## src/include/if_config.svh

```systemverilog
`ifndef IF_CONFIG_SVH
`define IF_CONFIG_SVH

////////////////////////////////////////////////////////////
// Datapath widths
////////////////////////////////////////////////////////////

// Address and instruction word width
`define IF_XLEN            32
// Trap base bits, placed at the top of the target address
`define IF_MTVEC_WIDTH     25
// Vectored interrupt index width
`define IF_IRQ_ID_WIDTH    5

////////////////////////////////////////////////////////////
// Prefetch and dummy insertion
////////////////////////////////////////////////////////////

`define IF_FIFO_DEPTH      3
`define IF_MAX_OUTSTANDING 2
// Non-dummy issues between two dummies
`define IF_DUMMY_EVERY     4
// Galois LFSR, shifts right, taps XORed in when bit 0 falls out
`define IF_LFSR_SEED       32'h1
`define IF_LFSR_TAPS       32'h8020_0003

`endif
```

## src/design/if_pkg.sv

```systemverilog
`include "if_config.svh"

package if_pkg;

  // Next-PC source selected on a pc_set pulse
  typedef enum logic [2:0] {
    PC_BOOT     = 3'd0,
    PC_JUMP     = 3'd1,
    PC_BRANCH   = 3'd2,
    PC_MRET     = 3'd3,
    PC_TRAP_EXC = 3'd4,
    PC_TRAP_IRQ = 3'd5
  } pc_mux_e;

  // Controller to IF stage
  typedef struct packed {
    logic                        pc_set;   // pulse, also flushes the buffer
    pc_mux_e                     pc_mux;
    logic [`IF_IRQ_ID_WIDTH-1:0] irq_id;
    logic                        halt_if;  // level
  } ctrl_fsm_t;

  // Candidate redirect targets
  typedef struct packed {
    logic [`IF_XLEN-1:0]        boot_addr;
    logic [`IF_XLEN-1:0]        jump_target;
    logic [`IF_XLEN-1:0]        branch_target;
    logic [`IF_XLEN-1:0]        mepc;
    logic [`IF_MTVEC_WIDTH-1:0] mtvec_addr;
  } pc_targets_t;

  // Instruction bus, core side request
  typedef struct packed {
    logic                req;
    logic [`IF_XLEN-1:0] addr;
  } instr_bus_req_t;

  // Instruction bus, memory side strobes and data
  typedef struct packed {
    logic                gnt;
    logic                rvalid;
    logic [`IF_XLEN-1:0] rdata;
    logic                err;
  } instr_bus_resp_t;

  // Buffered response paired with the pc of its request
  typedef struct packed {
    logic [`IF_XLEN-1:0] pc;
    logic [`IF_XLEN-1:0] rdata;
    logic                err;
  } fetch_word_t;

  // IF/ID pipeline register content
  typedef struct packed {
    logic                instr_valid;
    logic [`IF_XLEN-1:0] pc;
    logic [`IF_XLEN-1:0] instr;
    logic                dummy;
    logic                abort_op;
  } if_id_pipe_t;

endpackage

```

## src/design/if_stage.sv

```systemverilog
`include "if_config.svh"

module if_stage (
  input  logic                    clk,
  input  logic                    rst_n,
  input  if_pkg::ctrl_fsm_t       ctrl_fsm_i,
  input  if_pkg::pc_targets_t     targets_i,
  output if_pkg::instr_bus_req_t  bus_req_o,
  input  if_pkg::instr_bus_resp_t bus_resp_i,
  input  logic                    dummy_en_i,
  input  logic                    id_ready_i,
  output if_pkg::if_id_pipe_t     if_id_pipe_o,
  output logic                    csr_mtvec_init_o,
  output logic                    if_busy_o
);
  import if_pkg::*;

  // Prefetcher to IF/ID register
  logic                fetch_valid;
  fetch_word_t         fetch_word;
  logic                fetch_ack;
  // Dummy generator handshake
  logic                dummy_insert;
  logic [`IF_XLEN-1:0] dummy_word;
  logic                instr_issued;
  logic                issued_dummy;

  prefetcher prefetcher_i (
    .clk              (clk),
    .rst_n            (rst_n),
    .ctrl_fsm_i       (ctrl_fsm_i),
    .targets_i        (targets_i),
    .bus_resp_i       (bus_resp_i),
    .fetch_ack_i      (fetch_ack),
    .bus_req_o        (bus_req_o),
    .fetch_valid_o    (fetch_valid),
    .fetch_word_o     (fetch_word),
    .busy_o           (if_busy_o),
    .csr_mtvec_init_o (csr_mtvec_init_o)
  );

  dummy_generator dummy_generator_i (
    .clk            (clk),
    .rst_n          (rst_n),
    .dummy_en_i     (dummy_en_i),
    .instr_issued_i (instr_issued),
    .issued_dummy_i (issued_dummy),
    .dummy_insert_o (dummy_insert),
    .dummy_word_o   (dummy_word)
  );

  if_id_stage_reg if_id_stage_reg_i (
    .clk            (clk),
    .rst_n          (rst_n),
    .ctrl_fsm_i     (ctrl_fsm_i),
    .fetch_valid_i  (fetch_valid),
    .fetch_word_i   (fetch_word),
    .dummy_insert_i (dummy_insert),
    .dummy_word_i   (dummy_word),
    .id_ready_i     (id_ready_i),
    .fetch_ack_o    (fetch_ack),
    .instr_issued_o (instr_issued),
    .issued_dummy_o (issued_dummy),
    .if_id_pipe_o   (if_id_pipe_o)
  );

endmodule

```

## src/design/if_id_stage_reg.sv

```systemverilog
`include "if_config.svh"

module if_id_stage_reg (
  input  logic                clk,
  input  logic                rst_n,
  input  if_pkg::ctrl_fsm_t   ctrl_fsm_i,
  input  logic                fetch_valid_i,
  input  if_pkg::fetch_word_t fetch_word_i,
  input  logic                dummy_insert_i,
  input  logic [`IF_XLEN-1:0] dummy_word_i,
  input  logic                id_ready_i,
  output logic                fetch_ack_o,
  output logic                instr_issued_o,
  output logic                issued_dummy_o,
  output if_pkg::if_id_pipe_t if_id_pipe_o
);
  import if_pkg::*;

  logic        issue;
  if_id_pipe_t pipe_n;

  ////////////////////////////////////////////////////////////
  // Issue decision
  ////////////////////////////////////////////////////////////

  // Nothing moves while halted or while the buffer is being flushed
  assign issue = (fetch_valid_i || dummy_insert_i) && id_ready_i &&
                 !ctrl_fsm_i.halt_if && !ctrl_fsm_i.pc_set;

  // Dummy wins; the fetched word stays in the buffer for later
  assign fetch_ack_o    = issue && !dummy_insert_i;
  assign issued_dummy_o = issue && dummy_insert_i;
  // Drives the dummy interval counter
  assign instr_issued_o = issue;

  // Next register content
  always_comb begin
    pipe_n             = '0;
    pipe_n.instr_valid = 1'b1;
    if (dummy_insert_i) begin
      // Dummy borrows the pc of the word waiting behind it
      pipe_n.pc    = fetch_valid_i ? fetch_word_i.pc : '0;
      pipe_n.instr = dummy_word_i;
      pipe_n.dummy = 1'b1;
    end else begin
      pipe_n.pc       = fetch_word_i.pc;
      pipe_n.instr    = fetch_word_i.rdata;
      // bus error turns into an abort in ID
      pipe_n.abort_op = fetch_word_i.err;
    end
  end

  ////////////////////////////////////////////////////////////
  // IF/ID register
  ////////////////////////////////////////////////////////////

  always_ff @(posedge clk or negedge rst_n) begin
    if (!rst_n) begin
      if_id_pipe_o <= '0;
    end else if (issue) begin
      if_id_pipe_o <= pipe_n;
    end else if (id_ready_i) begin
      // ID consumed the last word and nothing new came
      if_id_pipe_o.instr_valid <= 1'b0;
    end
  end

  // A stalled ID freezes the register and the word waiting behind it
  a_hold_when_stalled : assert property (@(posedge clk) disable iff (!rst_n)
    !id_ready_i && fetch_valid_i && !ctrl_fsm_i.pc_set |=>
      $stable(if_id_pipe_o) && fetch_valid_i && $stable(fetch_word_i))
    else $error("if_id_stage_reg: register or fetch word changed while ID stalled");

endmodule

```

## src/design/dummy_generator.sv

```systemverilog
`include "if_config.svh"

module dummy_generator (
  input  logic                clk,
  input  logic                rst_n,
  input  logic                dummy_en_i,
  input  logic                instr_issued_i,
  input  logic                issued_dummy_i,
  output logic                dummy_insert_o,
  output logic [`IF_XLEN-1:0] dummy_word_o
);

  localparam int unsigned CNT_W = $clog2(`IF_DUMMY_EVERY + 1);

  logic [CNT_W-1:0]    issue_cnt_q;
  logic                cnt_full;
  logic [`IF_XLEN-1:0] lfsr_q;
  logic [`IF_XLEN-1:0] lfsr_next;

  assign cnt_full = (issue_cnt_q == CNT_W'(`IF_DUMMY_EVERY));

  // Request stays up until the dummy leaves, unless insertion is switched off
  assign dummy_insert_o = dummy_en_i && cnt_full;

  // Galois step, right shift with feedback from bit 0
  assign lfsr_next = {1'b0, lfsr_q[`IF_XLEN-1:1]} ^
                     (lfsr_q[0] ? `IF_LFSR_TAPS : '0);

  always_ff @(posedge clk or negedge rst_n) begin
    if (!rst_n) begin
      issue_cnt_q <= '0;
      lfsr_q      <= `IF_LFSR_SEED;
    end else begin
      if (issued_dummy_i) begin
        // New interval starts, next dummy gets a fresh word
        issue_cnt_q <= '0;
        lfsr_q      <= lfsr_next;
      end else if (instr_issued_i && dummy_en_i && !cnt_full) begin
        issue_cnt_q <= issue_cnt_q + 1'b1;
      end
    end
  end

  // Word for the next dummy
  assign dummy_word_o = lfsr_q;

  a_dummy_requested : assert property (@(posedge clk) disable iff (!rst_n)
    issued_dummy_i |-> dummy_insert_o)
    else $error("dummy_generator: dummy issued without a request");

endmodule

```

## src/design/prefetcher.sv

```systemverilog
`include "if_config.svh"

module prefetcher (
  input  logic                    clk,
  input  logic                    rst_n,
  input  if_pkg::ctrl_fsm_t       ctrl_fsm_i,
  input  if_pkg::pc_targets_t     targets_i,
  input  if_pkg::instr_bus_resp_t bus_resp_i,
  input  logic                    fetch_ack_i,
  output if_pkg::instr_bus_req_t  bus_req_o,
  output logic                    fetch_valid_o,
  output if_pkg::fetch_word_t     fetch_word_o,
  output logic                    busy_o,
  output logic                    csr_mtvec_init_o
);
  import if_pkg::*;

  localparam int unsigned OUT_W = $clog2(`IF_MAX_OUTSTANDING + 1);
  localparam int unsigned CNT_W = $clog2(`IF_FIFO_DEPTH + 1);

  logic [`IF_XLEN-1:0] branch_addr;
  logic [`IF_XLEN-1:0] req_addr;
  logic [`IF_XLEN-1:0] next_pc_q;
  logic                fetch_active_q;
  // All requests in flight, and those whose responses get dropped
  logic [OUT_W-1:0]    out_cnt_q;
  logic [OUT_W-1:0]    discard_cnt_q;
  logic [OUT_W-1:0]    live_cnt;
  logic [CNT_W-1:0]    resp_cnt;
  logic                room_ok;
  logic                req;
  logic                req_taken;
  logic                resp_keep;
  logic [`IF_XLEN-1:0] resp_pc;
  fetch_word_t         resp_word;
  logic                resp_empty;

  ////////////////////////////////////////////////////////////
  // Branch address
  ////////////////////////////////////////////////////////////

  always_comb begin
    branch_addr = {targets_i.boot_addr[`IF_XLEN-1:2], 2'b00};
    unique case (ctrl_fsm_i.pc_mux)
      PC_BOOT:     branch_addr = {targets_i.boot_addr[`IF_XLEN-1:2], 2'b00};
      PC_JUMP:     branch_addr = targets_i.jump_target;
      PC_BRANCH:   branch_addr = targets_i.branch_target;
      PC_MRET:     branch_addr = targets_i.mepc;
      // Exceptions share the trap base
      PC_TRAP_EXC: branch_addr = {targets_i.mtvec_addr, 7'h00};
      // Interrupts are vectored, one word per index
      PC_TRAP_IRQ: branch_addr = {targets_i.mtvec_addr, ctrl_fsm_i.irq_id, 2'b00};
      default: ;
    endcase
  end

  // mtvec gets initialised once, on the boot redirect
  assign csr_mtvec_init_o = ctrl_fsm_i.pc_set && (ctrl_fsm_i.pc_mux == PC_BOOT);

  ////////////////////////////////////////////////////////////
  // Request side
  ////////////////////////////////////////////////////////////

  assign live_cnt = out_cnt_q - discard_cnt_q;
  // Every live response must find a free buffer slot
  // On pc_set the buffer is flushed and nothing in flight is live
  assign room_ok  = ctrl_fsm_i.pc_set ||
                    ((32'(resp_cnt) + 32'(live_cnt)) < `IF_FIFO_DEPTH);
  // New target goes out in the pc_set cycle itself
  assign req_addr = ctrl_fsm_i.pc_set ? branch_addr : next_pc_q;
  assign req      = (fetch_active_q || ctrl_fsm_i.pc_set) && room_ok &&
                    (out_cnt_q < OUT_W'(`IF_MAX_OUTSTANDING));

  assign bus_req_o = '{req: req, addr: req_addr};
  assign req_taken = req && bus_resp_i.gnt;

  // Stale responses are dropped, as is anything arriving with pc_set
  assign resp_keep = bus_resp_i.rvalid && (discard_cnt_q == '0) && !ctrl_fsm_i.pc_set;

  always_ff @(posedge clk or negedge rst_n) begin
    if (!rst_n) begin
      fetch_active_q <= 1'b0;
      next_pc_q      <= '0;
      out_cnt_q      <= '0;
      discard_cnt_q  <= '0;
    end else begin
      // Idle until the first redirect
      if (ctrl_fsm_i.pc_set) begin
        fetch_active_q <= 1'b1;
      end
      if (req_taken) begin
        next_pc_q <= req_addr + `IF_XLEN'd4;
      end else if (ctrl_fsm_i.pc_set) begin
        next_pc_q <= branch_addr;
      end
      out_cnt_q <= out_cnt_q + OUT_W'(req_taken) - OUT_W'(bus_resp_i.rvalid);
      // Whatever is still outstanding from before the pulse becomes stale
      if (ctrl_fsm_i.pc_set) begin
        discard_cnt_q <= out_cnt_q - OUT_W'(bus_resp_i.rvalid);
      end else if (bus_resp_i.rvalid && (discard_cnt_q != '0)) begin
        discard_cnt_q <= discard_cnt_q - 1'b1;
      end
    end
  end

  ////////////////////////////////////////////////////////////
  // Response side
  ////////////////////////////////////////////////////////////

  // pc of each live request, oldest first
  fetch_fifo #(
    .payload_t (logic [`IF_XLEN-1:0]),
    .DEPTH     (`IF_MAX_OUTSTANDING)
  ) addr_fifo_i (
    .clk     (clk),
    .rst_n   (rst_n),
    .flush_i (ctrl_fsm_i.pc_set),
    .push_i  (req_taken),
    .data_i  (req_addr),
    .pop_i   (resp_keep),
    .data_o  (resp_pc),
    .empty_o (),
    .count_o ()
  );

  assign resp_word = '{pc: resp_pc, rdata: bus_resp_i.rdata, err: bus_resp_i.err};

  // Prefetch buffer
  fetch_fifo #(
    .payload_t (fetch_word_t),
    .DEPTH     (`IF_FIFO_DEPTH)
  ) resp_fifo_i (
    .clk     (clk),
    .rst_n   (rst_n),
    .flush_i (ctrl_fsm_i.pc_set),
    .push_i  (resp_keep),
    .data_i  (resp_word),
    .pop_i   (fetch_valid_o && fetch_ack_i),
    .data_o  (fetch_word_o),
    .empty_o (resp_empty),
    .count_o (resp_cnt)
  );

  assign fetch_valid_o = !resp_empty;
  assign busy_o        = (out_cnt_q != '0);

  a_rvalid_outstanding : assert property (@(posedge clk) disable iff (!rst_n)
    bus_resp_i.rvalid |-> out_cnt_q != '0)
    else $error("prefetcher: rvalid with no request outstanding");

endmodule

```

## src/design/fetch_fifo.sv

```systemverilog
`include "if_config.svh"

module fetch_fifo #(
  parameter type         payload_t = logic [`IF_XLEN-1:0],
  parameter int unsigned DEPTH     = `IF_FIFO_DEPTH
) (
  input  logic                       clk,
  input  logic                       rst_n,
  input  logic                       flush_i,
  input  logic                       push_i,
  input  payload_t                   data_i,
  input  logic                       pop_i,
  output payload_t                   data_o,
  output logic                       empty_o,
  output logic [$clog2(DEPTH+1)-1:0] count_o
);

  localparam int unsigned PTR_W = (DEPTH > 1) ? $clog2(DEPTH) : 1;
  localparam int unsigned CNT_W = $clog2(DEPTH + 1);

  payload_t         mem_q [DEPTH];
  logic [PTR_W-1:0] rd_ptr_q;
  logic [PTR_W-1:0] wr_ptr_q;
  logic [CNT_W-1:0] cnt_q;
  // State seen by this cycle's push and pop, after a flush
  logic [PTR_W-1:0] rd_base;
  logic [PTR_W-1:0] wr_base;
  logic [CNT_W-1:0] cnt_base;
  logic             do_pop;

  // Pointer wrap for a depth that need not be a power of two
  function automatic logic [PTR_W-1:0] ptr_inc(logic [PTR_W-1:0] ptr);
    return (ptr == PTR_W'(DEPTH - 1)) ? '0 : ptr + 1'b1;
  endfunction

  // A flush empties the buffer; a push in the same cycle lands in slot 0
  assign rd_base  = flush_i ? '0 : rd_ptr_q;
  assign wr_base  = flush_i ? '0 : wr_ptr_q;
  assign cnt_base = flush_i ? '0 : cnt_q;
  // Popping a flushed entry is meaningless
  assign do_pop   = pop_i && !flush_i;

  always_ff @(posedge clk or negedge rst_n) begin
    if (!rst_n) begin
      rd_ptr_q <= '0;
      wr_ptr_q <= '0;
      cnt_q    <= '0;
    end else begin
      rd_ptr_q <= do_pop ? ptr_inc(rd_base) : rd_base;
      wr_ptr_q <= push_i ? ptr_inc(wr_base) : wr_base;
      cnt_q    <= cnt_base + CNT_W'(push_i) - CNT_W'(do_pop);
    end
  end

  // Storage
  always_ff @(posedge clk) begin
    if (push_i) begin
      mem_q[wr_base] <= data_i;
    end
  end

  assign data_o  = mem_q[rd_ptr_q];
  assign empty_o = (cnt_q == '0);
  assign count_o = cnt_q;

  a_no_push_full : assert property (@(posedge clk) disable iff (!rst_n)
    push_i && !flush_i && !pop_i |-> cnt_q < CNT_W'(DEPTH))
    else $error("fetch_fifo: push while full");

  a_no_pop_empty : assert property (@(posedge clk) disable iff (!rst_n)
    pop_i && !flush_i |-> cnt_q != '0)
    else $error("fetch_fifo: pop while empty");

endmodule

```

## config.mk

```make
export PLATFORM = sky130hd
export DESIGN_NAME = if_stage
export DESIGN_NICKNAME = d
export VERILOG_FILES = /design/src/design/if_pkg.sv /design/src/design/if_stage.sv /design/src/design/if_id_stage_reg.sv /design/src/design/dummy_generator.sv /design/src/design/prefetcher.sv /design/src/design/fetch_fifo.sv
export VERILOG_INCLUDE_DIRS = /design/src /design/src/include
export SDC_FILE = /design/constraint.sdc
export NUM_CORES = 1
export LEC_CHECK = 0
export BUFFER_PORTS_ARGS = -buffer_cell sky130_fd_sc_hd__buf_2
export CAP_MARGIN = 20
export CORE_ASPECT_RATIO = 0.75
export CORE_MARGIN = 4
export CORE_UTILIZATION = 46
export DETAILED_ROUTE_END_ITERATION = 12
export MAX_ROUTING_LAYER = met4
export PLACE_DENSITY = 0.65
export SLEW_MARGIN = 25
export SYNTH_ARGS = -nofsm -noshare
export SYNTH_HDL_FRONTEND = slang
export SYNTH_SLANG_ARGS = --single-unit
```

## constraint.sdc

```tcl
create_clock -name clk -period 7.8 [get_ports clk]
set_clock_uncertainty 0.05 [all_clocks]
set_input_delay 0.39 -clock clk [delete_from_list [all_inputs] [get_ports clk]]
set_output_delay 0.39 -clock clk [all_outputs]
set_load 0.005 [all_outputs]
```

Word-level counts from Yosys, hierarchy flattened --
Memories as Yosys holds them, arrays and structs flattened. Index checks and enable logic that the tools add are counted.
Cells by class: add/subtract/negate cells 14, magnitude comparators 2, equality and inequality tests 8, muxes and demuxes 31, bitwise operators 1, reduce and logical (&&, ||, !) cells 34
Operators with widths (count):
- $pmux W32 S5 | 1
- $mux W32 | 4
- $mux W64 | 1
- $add A32 B3 Y32 const B | 1
- $lt A32 B2 Y1 const B | 1
- $xor A31 B32 Y32 | 1
- $logic_and A1 B1 Y1 | 18
- $mux W2 | 9
- $mux W1 | 14
- $reduce_bool A2 Y1 | 5
- $eq A3 B3 Y1 const B | 3
- $eq A3 B2 Y1 const B | 2
- $mux W3 | 2
- $sub A2 B1 Y2 | 3
- $logic_not A1 Y1 | 5
- $add A2 B1 Y2 | 2
- $add A2 B1 Y2 const B | 2
- $eq A2 B2 Y1 const B | 2
- $logic_not A2 Y1 | 2
- $add A2 B2 Y3 | 1
- $add A3 B1 Y3 const B | 1
- $eq A3 B1 Y1 const B | 1
- $logic_not A3 Y1 | 1
- $logic_or A1 B1 Y1 | 3
- other kinds (4) | 5
Storage, ports and cells: flip-flop bits (word level) 147, memory bits (writable) 259, output and inout port bits 102, memories kept 2
Memory list:
- prefetcher_i.resp_fifo_i.mem_q | depth 3, bits a word 65, read ports 1, clocked after memory_dff 0, wr ports 1, RTL line fetch_fifo.sv:21 | payload_t mem_q [DEPTH];
- prefetcher_i.addr_fifo_i.mem_q | depth 2, bits a word 32, read ports 1, clocked after memory_dff 0, wr ports 1, RTL line fetch_fifo.sv:21

Depth between registers and ports, before layout --
Gate-level depths: netlist of run 1.
depth in word-level cells 10, gate-level depth with buffers 13, mapped depth without buffers 13

Modules after synthesis --
From an unflattened synthesis of run 1, not the netlist that was laid out.
Second synthesis, totals: cell total of the unflattened synthesis 1307, area, all modules 18425.2 µm²
Modules (own cells, without submodules):
- fetch_fifo at prefetcher_i.resp_fifo_i | instances 1, cells an instance 443, area an instance 7538.5 µm²
- prefetcher | instances 1, cells an instance 431, area an instance 3701.0 µm²
- if_id_stage_reg | instances 1, cells an instance 191, area an instance 2892.8 µm²
- fetch_fifo at prefetcher_i.addr_fifo_i | instances 1, cells an instance 120, area an instance 2682.6 µm²
- dummy_generator | instances 1, cells an instance 122, area an instance 1610.3 µm²

Least setup slack after synthesis of run 1 --
OpenSTA, ideal clock, no wires.
kind input-to-reg, from input port ctrl_fsm_i[9] (netlist name), to memory prefetcher_i.resp_fifo_i.mem_q[2][0] (netlist name), enable pin, arrival time 6.097 ns, required time 7.168 ns, setup slack 1.072 ns, stages 6, buffers on the path 3, cell sequence buf_4 inv_2 buf_2 buf_1 nand3_1 nor3b_1
Between the ends: longest elaborated chain between the ends 4, elaborated cells on any way between the ends 5
RTL lines:
- start, declared | RTL line if_stage.sv:6 | input if_pkg::ctrl_fsm_t ctrl_fsm_i,
- $logic_not A1 Y1 | RTL line prefetcher.sv:78 | assign resp_keep = bus_resp_i.rvalid && (discard_cnt_q == '0) && !ctrl_fsm_i.pc_set;
- $logic_and A1 B1 Y1 | RTL line prefetcher.sv:78
- $mux W1 | RTL line fetch_fifo.sv:57 | if (push_i) begin
- $mux W1 (not written as such) | RTL line fetch_fifo.sv:58 | mem_q[wr_base] <= data_i;
- end, declared | RTL line fetch_fifo.sv:21
Several ways; a longest one is shown, not always the timed one.

Worst setup path in the final report of run 1 --
from register prefetcher_i.discard_cnt_q[0], to register prefetcher_i.next_pc_q[23]
Between the ends: longest elaborated chain between the ends 8
RTL lines:
- start, declared | RTL line prefetcher.sv:27 | logic [OUT_W-1:0] discard_cnt_q;
- start signal, assigned | RTL line prefetcher.sv:99 | discard_cnt_q <= out_cnt_q - OUT_W'(bus_resp_i.rvalid);
- start signal, assigned | RTL line prefetcher.sv:101 | discard_cnt_q <= discard_cnt_q - 1'b1;
- $sub A2 B2 Y2 | RTL line prefetcher.sv:64 | assign live_cnt = out_cnt_q - discard_cnt_q;
- $add A2 B2 Y3 | RTL line prefetcher.sv:68 | ((32'(resp_cnt) + 32'(live_cnt)) < `IF_FIFO_DEPTH);
- $lt A32 B2 Y1 (no line)
- $logic_or A1 B1 Y1 | RTL line prefetcher.sv:67 | assign room_ok = ctrl_fsm_i.pc_set ||
- $logic_and A1 B1 Y1 (2 in a row) | RTL line prefetcher.sv:71 | assign req = (fetch_active_q || ctrl_fsm_i.pc_set) && room_ok &&
- $logic_and A1 B1 Y1 | RTL line prefetcher.sv:75 | assign req_taken = req && bus_resp_i.gnt;
- $mux W32 | RTL line prefetcher.sv:91 | if (req_taken) begin
- end signal, assigned | RTL line prefetcher.sv:92 | next_pc_q <= req_addr + `IF_XLEN'd4;
- end signal, assigned | RTL line prefetcher.sv:94 | next_pc_q <= branch_addr;
- end, declared | RTL line prefetcher.sv:23 | logic [`IF_XLEN-1:0] next_pc_q;
No other way between the ends. A chain may end at the register's enable or synchronous reset.

==> run summary, run 1 <==
status: finished clean
detailed-route via count: 11712
max-cap viol count: 0
root buffer cell: clkbuf_16
Final #Nets: 1872
Post-Synth Adder-Cell Area: 0.00972
clock sink count: 406
area of the multi-input gates: 5500 um2
sequential-to-total area share from yosys stat: 0.655
standard-cell rows: 61
pin count of the biggest net entering global routing: 86
synth-to-layout area growth: 19.4%
f_max: 0.289 GHz
Synth top area share: 0.444
Worst VDD drop: 0.165 mV
Post-Route WL: 44.1 mm
drt pass-1 iters: 5
WP data required: 8190 ps
Worst-Margin Slew: 901 ps
core area: 37300 um2
Design Power: 5.93 mW
WP data arrival: 3850 ps
kind of critical path: flip-flop to flip-flop
FF+latch area: 11500 um2
RSZ-0062 raised after global routing: no
post-DR vias/cell: 5.34
critical-path cell list: ha_1 > xnor2_1 > xnor2_1 > fa_1 > nand2_1 > a31oi_1 > nor3b_2 > buf_4 > nand4_2 > nor2_2 > nand3b_4 > nor4_1 > xor2_1
htree depth: 2
Clk Latency, worst-skew pair: 520 ps
R2R depth: 13
most common cell in the netlist: edfxtp_1
number of global-route vias before repair: 11831
antenna-violating nets left: 0
cts bufs inserted: 39
First DRT Iteration DRCs: 919
cell taking the most area after synthesis: edfxtp_1
Top-Level Pins: 304
setup_tns: 0 ps
TritonCTS clock tree: built
Die Width: 233 um
CP max-delay cell: fa_1
main combinational cell family by area after synthesis: simple AND/OR/NAND/NOR gates
Post-synth EDFFs: 259
FFs w/ async S/R, synth: 0.362
GR Overflow Total: 0
synthesized flop and latch total: 406
PostCTS Resize Cnt: 0
Hold/Removal Path Class: primary input to flip-flop
Critical Path Stages: 13
count of different cell masters after synthesis: 89
Ys Warns: 0
PwrDens: 284 nW/um2
Die ar.: 41300 um2
Final setup viols: 0
layout filler cell count: 3119
top cells by count, synth: edfxtp_1 (259), nand2_1 (225), dfrtp_1 (146)
top post-synthesis cells by area: edfxtp_1 (44%), dfrtp_1 (21%), mux2i_1 (4.9%)
first-pass GRT wire length: 68.3 mm
min Tclk post-route: 3460 ps
crit-path most repeated cell: xnor2_1
Worst setup SP type: flip-flop
Tot GR Track Use: 0.220
Crit path max-delay family: simple AND/OR/NAND/NOR gates
die span in y: 177 um
fraction of layout cells with a size suffix above 1: 0.285
Avg Inst Size Synth: 13.0 um2
Lkg Pwr: 8.55 nW
Pins Over Slew Limit: 0
Avg WL per Cell: 20.1 um
relative slew slack: 0.399
Setup WS pre-CTS: 4150 ps
Starting Density: 0.469
post-synthesis simple-gate area fraction: 0.102
crit end category: flip-flop
Cell Area, Synth: 17500 um2
CP peak stage delay: 450 ps
Hold Path Depth: 1
initial antenna violation count: 2
Port Buffers: 301
syn nets: 1566
top_reg_cell synth: edfxtp_1
clk slew on worst S/H paths: 60 ps
CTS max path bufs: 3
Post-Synth XOR/XNOR Area: 0.0205
post-synthesis mux area share: 0.0808
Crit Path Max Fanout: 9
post-synthesis compound-gate area fraction: 0.0999
Detailed Place HPWL: 29.6 mm
GP Congestion: 0.945
setup ws final: 4340 ps
final worst-path cycle share: 0.444
# DRC: 0
Design Area, Final: 20900 um2
Hold Violations, Final: 0
Cells after Synth: 1351
placed cell area: 19400 um2
Worst Path Buf+Inv: 1
-- repair_timing --
item,4_1_cts,5_1_grt
buffers inserted,0,0
hold endpoints to repair,131,3
hold buffers,19,1
-- flip-flops by register name (all words and copies together), names as in the netlist --
signal and count:
prefetcher_i.resp_fifo_i.rd_ptr_q 2, dummy_generator_i.dummy_word_o 32, dummy_generator_i.issue_cnt_q 3, prefetcher_i.addr_fifo_i.wr_ptr_q 1, prefetcher_i.out_cnt_q 2, prefetcher_i.resp_fifo_i.wr_ptr_q 2
prefetcher_i.resp_fifo_i.count_o 2, prefetcher_i.addr_fifo_i.mem_q 64, prefetcher_i.addr_fifo_i.rd_ptr_q 1, prefetcher_i.discard_cnt_q 2, if_id_stage_reg_i.if_id_pipe_o 67, prefetcher_i.next_pc_q 32
prefetcher_i.fetch_active_q 1, prefetcher_i.resp_fifo_i.mem_q 195
-- per-layer routing --
| metal | vias to the layer above | GRT usage | part of all wire |
|---|---|---|---|
| met3 | 57 | 0.0367 | 0.052 |
| met5 | - | - | 0 |
| met1 | 5848 | 0.317 | 0.47 |
| li1 | 5521 | - | - |
| met2 | 286 | 0.338 | 0.47 |
| met4 | 0 | 0.0383 | 0.013 |
-- stage by stage --
| stage | utilization | hold WS [ps] | cells |
|---|---|---|---|
| 2_1_floorplan | - | 44.4 | 1351 |
| 3_3_place_gp | 0.520 | 406 | 2100 |
| 3_5_place_dp | 0.520 | 409 | 2100 |
| 4_1_cts | 0.560 | 0.841 | 2190 |
| 5_1_grt | 0.560 | 0.0122 | 2192 |
| 6_report | 0.560 | 22.7 | 2192 |
-- path summary, 6_finish.rpt --
kind | startpoint | to | slack [ps]
min in group asynchronous | rst_n | prefetcher_i.next_pc_q[4]$_DFF_PN0_ | 460
min reg2reg | if_id_stage_reg_i.if_id_pipe_o[34]$_DFFE_PN0N_ | if_id_stage_reg_i.if_id_pipe_o[34]$_DFFE_PN0N_ | 420
max in group asynchronous | rst_n | prefetcher_i.resp_fifo_i.rd_ptr_q[0]$_DFF_PN0_ | 5730
min | bus_resp_i[20] | prefetcher_i.resp_fifo_i.mem_q[1][20]$_DFFE_PP_ | 20
max | prefetcher_i.discard_cnt_q[0]$_DFFE_PN0P_ | prefetcher_i.next_pc_q[23]$_DFF_PN0_ | 4340
max reg2reg | prefetcher_i.discard_cnt_q[0]$_DFFE_PN0P_ | prefetcher_i.next_pc_q[23]$_DFF_PN0_ | 4340
-- worst register-to-register path, delay by kind of cell, from the launching register on --
kind | cells | cell delay [ps]
AOI/OAI and AO/OA | 1 | 120
DFF | 1 | 410
buffers and inverters | 1 | 230
and+or+nand+nor | 6 | 1370
xor gates and xnor gates | 3 | 520
adders and majority gates | 2 | 670
-- where the power goes --
| group | internal, mW | switching (mW) | total (mW) |
|---|---|---|---|
| registers | 2.70 | 0.162 | 2.86 |
| clock network | 1.09 | 0.765 | 1.86 |
| logic | 0.525 | 0.686 | 1.21 |
-- layout by cell type (no fill, tap or decap), types with 6 or more instances in the layout --
cell type / n
xnor2_1: 28
buf_2: 300
edfxtp_1: 259
dfrtp_1: 144
o22ai_1: 9
nand2b_1: 6
nor2_1: 62
inv_1: 37
nor2b_1: 12
nor3b_1: 6
clkbuf_16: 41
nand3_1: 7
mux2_2: 40
clkbuf_1: 8
a21oi_1: 59
nor3_1: 8
clkinv_2: 7
o21ai_0: 86
ha_1: 12
mux2i_1: 85
dlygate4sd3_1: 20
xor2_1: 13
or2_2: 6
a22oi_1: 37
a211oi_1: 8
clkbuf_8: 7
buf_4: 22
nand2_1: 224
-- cells by family after synthesis --
logic type                 count (synthesis)
DFF                                      406
and+or+nand+nor                          378
AOI/OAI and AO/OA                        265
muxes                                    130
buffers and inverters                    118
xor gates and xnor gates                  41
adders and majority gates                 13
-- area by class of cell --
class	count	area share
antenna	1	0.000120
clock buffer	56	0.0551
clock inverter	15	0.00605
inverter	40	0.00718
multi-input combinational	827	0.263
sequential	406	0.548
tap	504	0.0302
timing repair buffer	343	0.0898
Power figures use the tool's default switching activity.
==> run 2, diff against run 1 <==
clock period = 3.2 ns   (was 7.8 ns; I/O delays follow)
==> run 2 against run 1 <==
Against the previous run: clock-buffer cell count fell by 3; first-iteration DRC count fell by 0.54%; sequential cell count did not move; non-clock buffer count rose by 42; largest cell class unchanged; worst setup slack got worse by 4100 ps.
==> run summary, run 2 (synthesis gave the netlist of run 1 again) <==
pin count of the biggest net entering global routing: 66
routing usage on met1: 0.335
final worst-path cycle share: 0.939
Int Pwr: 10.7 mW
Starting Density: 0.469
kind of critical path: flip-flop to flip-flop
fraction of layout cells with a size suffix above 1: 0.298
Clk pwr share: 0.316
cts bufs inserted: 39
r2r endpoint: prefetcher_i.next_pc_q[17]$_DFF_PN0_
Port Buffers: 301
FF+latch area: 11500 um2
Post-Route WL: 45.8 mm
detailed-route via count: 12124
R2R depth: 13
standard-cell rows: 61
f_max: 0.333 GHz
max FFs per register: 195
Flop pwr share: 0.474
WP data arrival: 3420 ps
synth-to-layout area growth: 22.6%
Worst VDD drop: 0.355 mV
Top-Level Pins: 304
WP data required: 3610 ps
Detailed Place HPWL: 31.4 mm
Largest regs: prefetcher_i.resp_fifo_i.mem_q: 195 flops, if_id_stage_reg_i.if_id_pipe_o: 67 flops, prefetcher_i.addr_fifo_i.mem_q: 64 flops
switching power: 4.07 mW
worst setup path start: prefetcher_i.discard_cnt_q[0]$_DFFE_PN0P_
htree depth: 2
CTS max path bufs: 3
Top reg by flops: prefetcher_i.resp_fifo_i.mem_q
postcts setup bufs: 0
most common cell after layout, fill and taps aside: buf_2
initial antenna violation count: 1
Crit Path Max Fanout: 5
core area: 37300 um2
PwrDens: 688 nW/um2
# DRC: 0
Tot GR Track Use: 0.227
clk slew on worst S/H paths: 60 ps
CP peak stage delay: 440 ps
post-DR vias/cell: 5.42
Lkg Pwr: 8.79 nW
Sw Ratio: 0.276
Design Power: 14.8 mW
Pins Over Slew Limit: 0
status: finished clean
placed cell area: 19700 um2
Hold/Removal Path Class: primary input to flip-flop
drt pass-1 iters: 7
crit-path most repeated cell: xnor2_2
critical-path cell list: ha_1 > xnor2_2 > xnor2_2 > fa_1 > nand2_1 > a31oi_1 > nor3b_2 > nand4_2 > nor2_4 > nand3b_4 > buf_6 > nor2_1 > xor2_1
Die ar.: 41300 um2
max-cap viol count: 0
Final #Nets: 1914
CP max-delay cell: fa_1
First DRT Iteration DRCs: 914
Top Usage Layer GRT: met1
Clk Latency, worst-skew pair: 540 ps
flop2flop setup slack: 190 ps
crit end category: flip-flop
Avg WL per Cell: 20.5 um
met2 usage: 0.333
TritonCTS clock tree: built
antenna-violating nets left: 0
GP Congestion: 0.907
GR Util met3: 0.0352
Comb power frac: 0.210
min Tclk post-route: 3010 ps
number of global-route vias before repair: 12241
GR Overflow Total: 0
worst r2r src: prefetcher_i.discard_cnt_q[0]$_DFFE_PN0P_
Design Area, Final: 21500 um2
die span in y: 177 um
layout filler cell count: 3082
first-pass GRT wire length: 70.5 mm
Hold Violations, Final: 0
setup_tns: 0 ps
Worst-Margin Slew: 744 ps
area of the multi-input gates: 5570 um2
Final setup viols: 0
relative slew slack: 0.503
Worst setup SP type: flip-flop
Critical Path Sink: prefetcher_i.next_pc_q[17]$_DFF_PN0_
RSZ-0062 raised after global routing: yes
root buffer cell: clkbuf_16
Die Width: 233 um
commonest non-fill, non-tap cells in the layout: buf_2 (300), edfxtp_1 (259), nand2_1 (224)
clock sink count: 406
==> run 2: cell types whose count changed in the layout (fill, tap and decap cells not counted), moves of 3 or more <==
cell / before / now
buf_12: 0 / 7
buf_4: 22 / 39
clkbuf_8: 7 / 4
clkinv_1: 5 / 2
clkinv_2: 7 / 10
dlygate4sd3_1: 20 / 37
==> run 2: power groups by stage <==
stage | Sequential [mW] | Combinational, mW | Clock (mW)
6_report | 6.99 | 3.10 | 4.67
5_1_grt | 7.08 | 3.44 | 5.01
4_1_cts | 6.99 | 3.11 | 4.78
3_5_place_dp | 7.08 | 3.06 | 0
3_3_place_gp | 7.07 | 3.00 | 0
2_1_floorplan | 6.99 | 1.76 | 0
==> run 2: worst min-delay path by stage <==
stage,startpoint,to,slack [ps],cells after the start
global route,targets_i[133],prefetcher_i.next_pc_q[12]$_DFF_PN0_,30,3
global placement,rst_n,prefetcher_i.next_pc_q[4]$_DFF_PN0_,170,1
detailed placement,rst_n,prefetcher_i.next_pc_q[4]$_DFF_PN0_,160,1
floorplan,rst_n,dummy_generator_i.dummy_word_o[10]$_DFFE_PN0P_,-190,0
finish,targets_i[135],prefetcher_i.next_pc_q[14]$_DFF_PN0_,30,3
CTS,targets_i[135],prefetcher_i.next_pc_q[14]$_DFF_PN0_,1,3
==> run 2: cell type report <==
class	instances	area share
flip-flops and latches	406	0.534
multi-input cells	827	0.260
well taps	504	0.0294
clock buffers	53	0.0508
inverters	40	0.00700
clock inverters	19	0.0100
repair buffers	385	0.108
diodes	1	0.000117
==> run 2: routing by layer <==
metal	vias up	share of wire
met2	355	0.46
met3	65	0.053
met4	0	0.021
met1	6093	0.47
met5	-	0
li1	5611	-
==> run 2: repair_timing <==
action / in CTS / in global routing
setup endpoints to repair: 0 / 6
hold buffers: 37 / 0
endpoints found under the hold margin: 165 / 0
gates resized for setup: 0 / 9
==> run 2: through the flow <==
| stage | util | hold slack (ps) | setup WS (ps) | instances |
|---|---|---|---|---|
| final | 0.575 | 34.0 | 194 | 2235 |
| after global routing | 0.575 | 28.3 | -15.5 | 2235 |
| after CTS | 0.573 | 1.03 | 120 | 2234 |
| after detailed placement | 0.529 | 163 | 157 | 2125 |
| after global placement | 0.529 | 166 | 183 | 2125 |
| after floorplan | - | -186 | -133 | 1351 |
==> run 2: worst max-delay path, delay by kind of cell, from the launching register on <==
| kind | cells | cell delay (ps) |
|---|---|---|
| AND/OR/NAND/NOR | 6 | 1020 |
| adder cells (fa/ha/maj) | 2 | 680 |
| XOR/XNOR | 3 | 470 |
| flip-flops | 1 | 410 |
| buffers and inverters | 1 | 190 |
| AO/OA/AOI/OAI | 1 | 120 |
==> run 3, diff against run 2 <==
CELL_PAD_IN_SITES_DETAIL_PLACEMENT = 0   (was unset)
CELL_PAD_IN_SITES_GLOBAL_PLACEMENT = 1   (was unset)
CORE_UTILIZATION = 43   (was 46)
PLACE_DENSITY = 0.73   (was 0.65)
==> run 3 against run 2 <==
Against the previous run: clock-buffer cell count is 2 higher; power is 0.98% higher; critical path depth is 1 lower; worst setup slack improved by 4.2 ps; sequential power fell by 0.6%; cell count rose by 1.3%; routed wire length rose by 4.2%; die area increased by 6.7%; critical path type unchanged; largest cell class unchanged; highest routed layer unchanged.
==> run summary, run 3 (synthesis gave the netlist of run 1 again) <==
status: finished clean
kind of critical path: flip-flop to flip-flop
Hold/Removal Path Class: primary input to flip-flop
GP Congestion: 0.892
number of global-route vias before repair: 12043
Post-Route WL: 47.7 mm
setup ws final: 198 ps
standard-cell rows: 63
max FFs per register: 195
Final #Nets: 1927
Top-Level Pins: 304
First DRT Iteration DRCs: 838
Worst setup SP type: flip-flop
max-cap viol count: 0
Hold Violations, Final: 0
# DRC: 0
root buffer cell: clkbuf_16
drt pass-1 iters: 5
Avg WL per Cell: 21.1 um
Die Width: 241 um
antenna-violating nets left: 0
clock sink count: 406
core area: 39900 um2
pin count of the biggest net entering global routing: 59
RSZ-0062 raised after global routing: no
relative slew slack: 0.453
cts bufs inserted: 40
f_max: 0.333 GHz
fraction of layout cells with a size suffix above 1: 0.297
final worst-path cycle share: 0.938
Clk Latency, worst-skew pair: 540 ps
Tot GR Track Use: 0.220
Largest regs: prefetcher_i.resp_fifo_i.mem_q: 195 flops, if_id_stage_reg_i.if_id_pipe_o: 67 flops, prefetcher_i.addr_fifo_i.mem_q: 64 flops
Pins Over Slew Limit: 0
GR Overflow Total: 0
Port Buffers: 301
die span in y: 183 um
Worst-Margin Slew: 818 ps
Design Power: 14.9 mW
placed cell area: 19800 um2
area of the multi-input gates: 5550 um2
Top reg by flops: prefetcher_i.resp_fifo_i.mem_q
WP data arrival: 3420 ps
most common cell after layout, fill and taps aside: buf_2
flop2flop setup slack: 200 ps
Worst VDD drop: 0.425 mV
FF+latch area: 11500 um2
htree depth: 2
crit end category: flip-flop
TritonCTS clock tree: built
Setup WS pre-CTS: 4.60 ps
Crit Path Max Fanout: 7
Starting Density: 0.439
Design Area, Final: 21600 um2
CTS max path bufs: 3
initial antenna violation count: 1
WP data required: 3620 ps
min Tclk post-route: 3000 ps
detailed-route via count: 11994
Lkg Pwr: 8.84 nW
Final setup viols: 0
Die ar.: 44000 um2
clk slew on worst S/H paths: 70 ps
synth-to-layout area growth: 23.3%
post-DR vias/cell: 5.30
commonest non-fill, non-tap cells in the layout: buf_2 (300), edfxtp_1 (259), nand2_1 (224)
first-pass GRT wire length: 72.2 mm
layout filler cell count: 3402
PwrDens: 690 nW/um2
Detailed Place HPWL: 33.3 mm
[run 3: final timing paths]
path                                                           startpoint                                             end  cells past startpoint
setup / recovery                prefetcher_i.discard_cnt_q[0]$_DFFE_PN0P_            prefetcher_i.next_pc_q[18]$_DFF_PN0_                     12
hold / removal                                             targets_i[134]            prefetcher_i.next_pc_q[13]$_DFF_PN0_                      3
setup reg to reg                prefetcher_i.discard_cnt_q[0]$_DFFE_PN0P_            prefetcher_i.next_pc_q[18]$_DFF_PN0_                     12
hold reg to reg            if_id_stage_reg_i.if_id_pipe_o[42]$_DFFE_PN0N_  if_id_stage_reg_i.if_id_pipe_o[42]$_DFFE_PN0N_                      2
max in group asynchronous                                           rst_n   dummy_generator_i.dummy_word_o[0]$_DFFE_PN1P_                      3
min in group asynchronous                                           rst_n             prefetcher_i.next_pc_q[4]$_DFF_PN0_                      2
[run 3: metrics by stage]
| stage | setup TNS [ps] | std cells | util | hold slack (ps) |
|---|---|---|---|---|
| floorplan | -8500 | 1351 | - | -186 |
| global placement | 0 | 2151 | 0.497 | 150 |
| detailed placement | 0 | 2151 | 0.497 | 151 |
| CTS | 0 | 2261 | 0.540 | 3.82 |
| global route | 0 | 2263 | 0.541 | 26.5 |
| finish | 0 | 2263 | 0.541 | 21.9 |
[run 3: what timing repair did]
| item | 4_1_cts | 5_1_grt |
|---|---|---|
| gates cloned | 0 | 0 |
| buffers inserted | 1 | 1 |
| setup endpoints to repair | 1 | 3 |
| pin swaps | 1 | 3 |
| endpoints found under the hold margin | 159 | 0 |
| gates resized for setup | 0 | 5 |
| hold buffers | 37 | 0 |
[run 3: critical path, stage by stage, from the launching register on]
cell      delay, ps
dfrtp_1         400
ha_1            210
xnor2_1         140
xnor2_1         210
fa_1            440
nand2_1          80
a31oi_1         110
nor3b_2         190
buf_4           170
and4_2          320
nand3b_4        180
nor3b_1         280
xor2_1          160
[run 3: layout make-up]
class | instances | share of cell area
diodes | 1 | 0.000116
clock buffers | 55 | 0.0509
clock inverters | 17 | 0.0107
inverters | 40 | 0.00696
multi-input cells | 827 | 0.257
flip-flops and latches | 406 | 0.531
well taps | 520 | 0.0302
repair buffers | 397 | 0.112
[run 3: report_power, final]
| part | switching [mW] | total [mW] | internal, mW |
|---|---|---|---|
| logic | 1.74 | 3.14 | 1.40 |
| clock network | 1.92 | 4.81 | 2.89 |
| registers | 0.382 | 6.95 | 6.57 |
| total | 4.04 | 14.9 | 10.9 |
[run 3: layer usage]
| metal | GRT usage | wire length, um | vias to the layer above |
|---|---|---|---|
| li1 | - | - | 5628 |
| met1 | 0.322 | 23000 | 6107 |
| met2 | 0.334 | 22300 | 214 |
| met3 | 0.0332 | 1840 | 45 |
| met4 | 0.0379 | 630 | 0 |
| met5 | - | 0 | - |
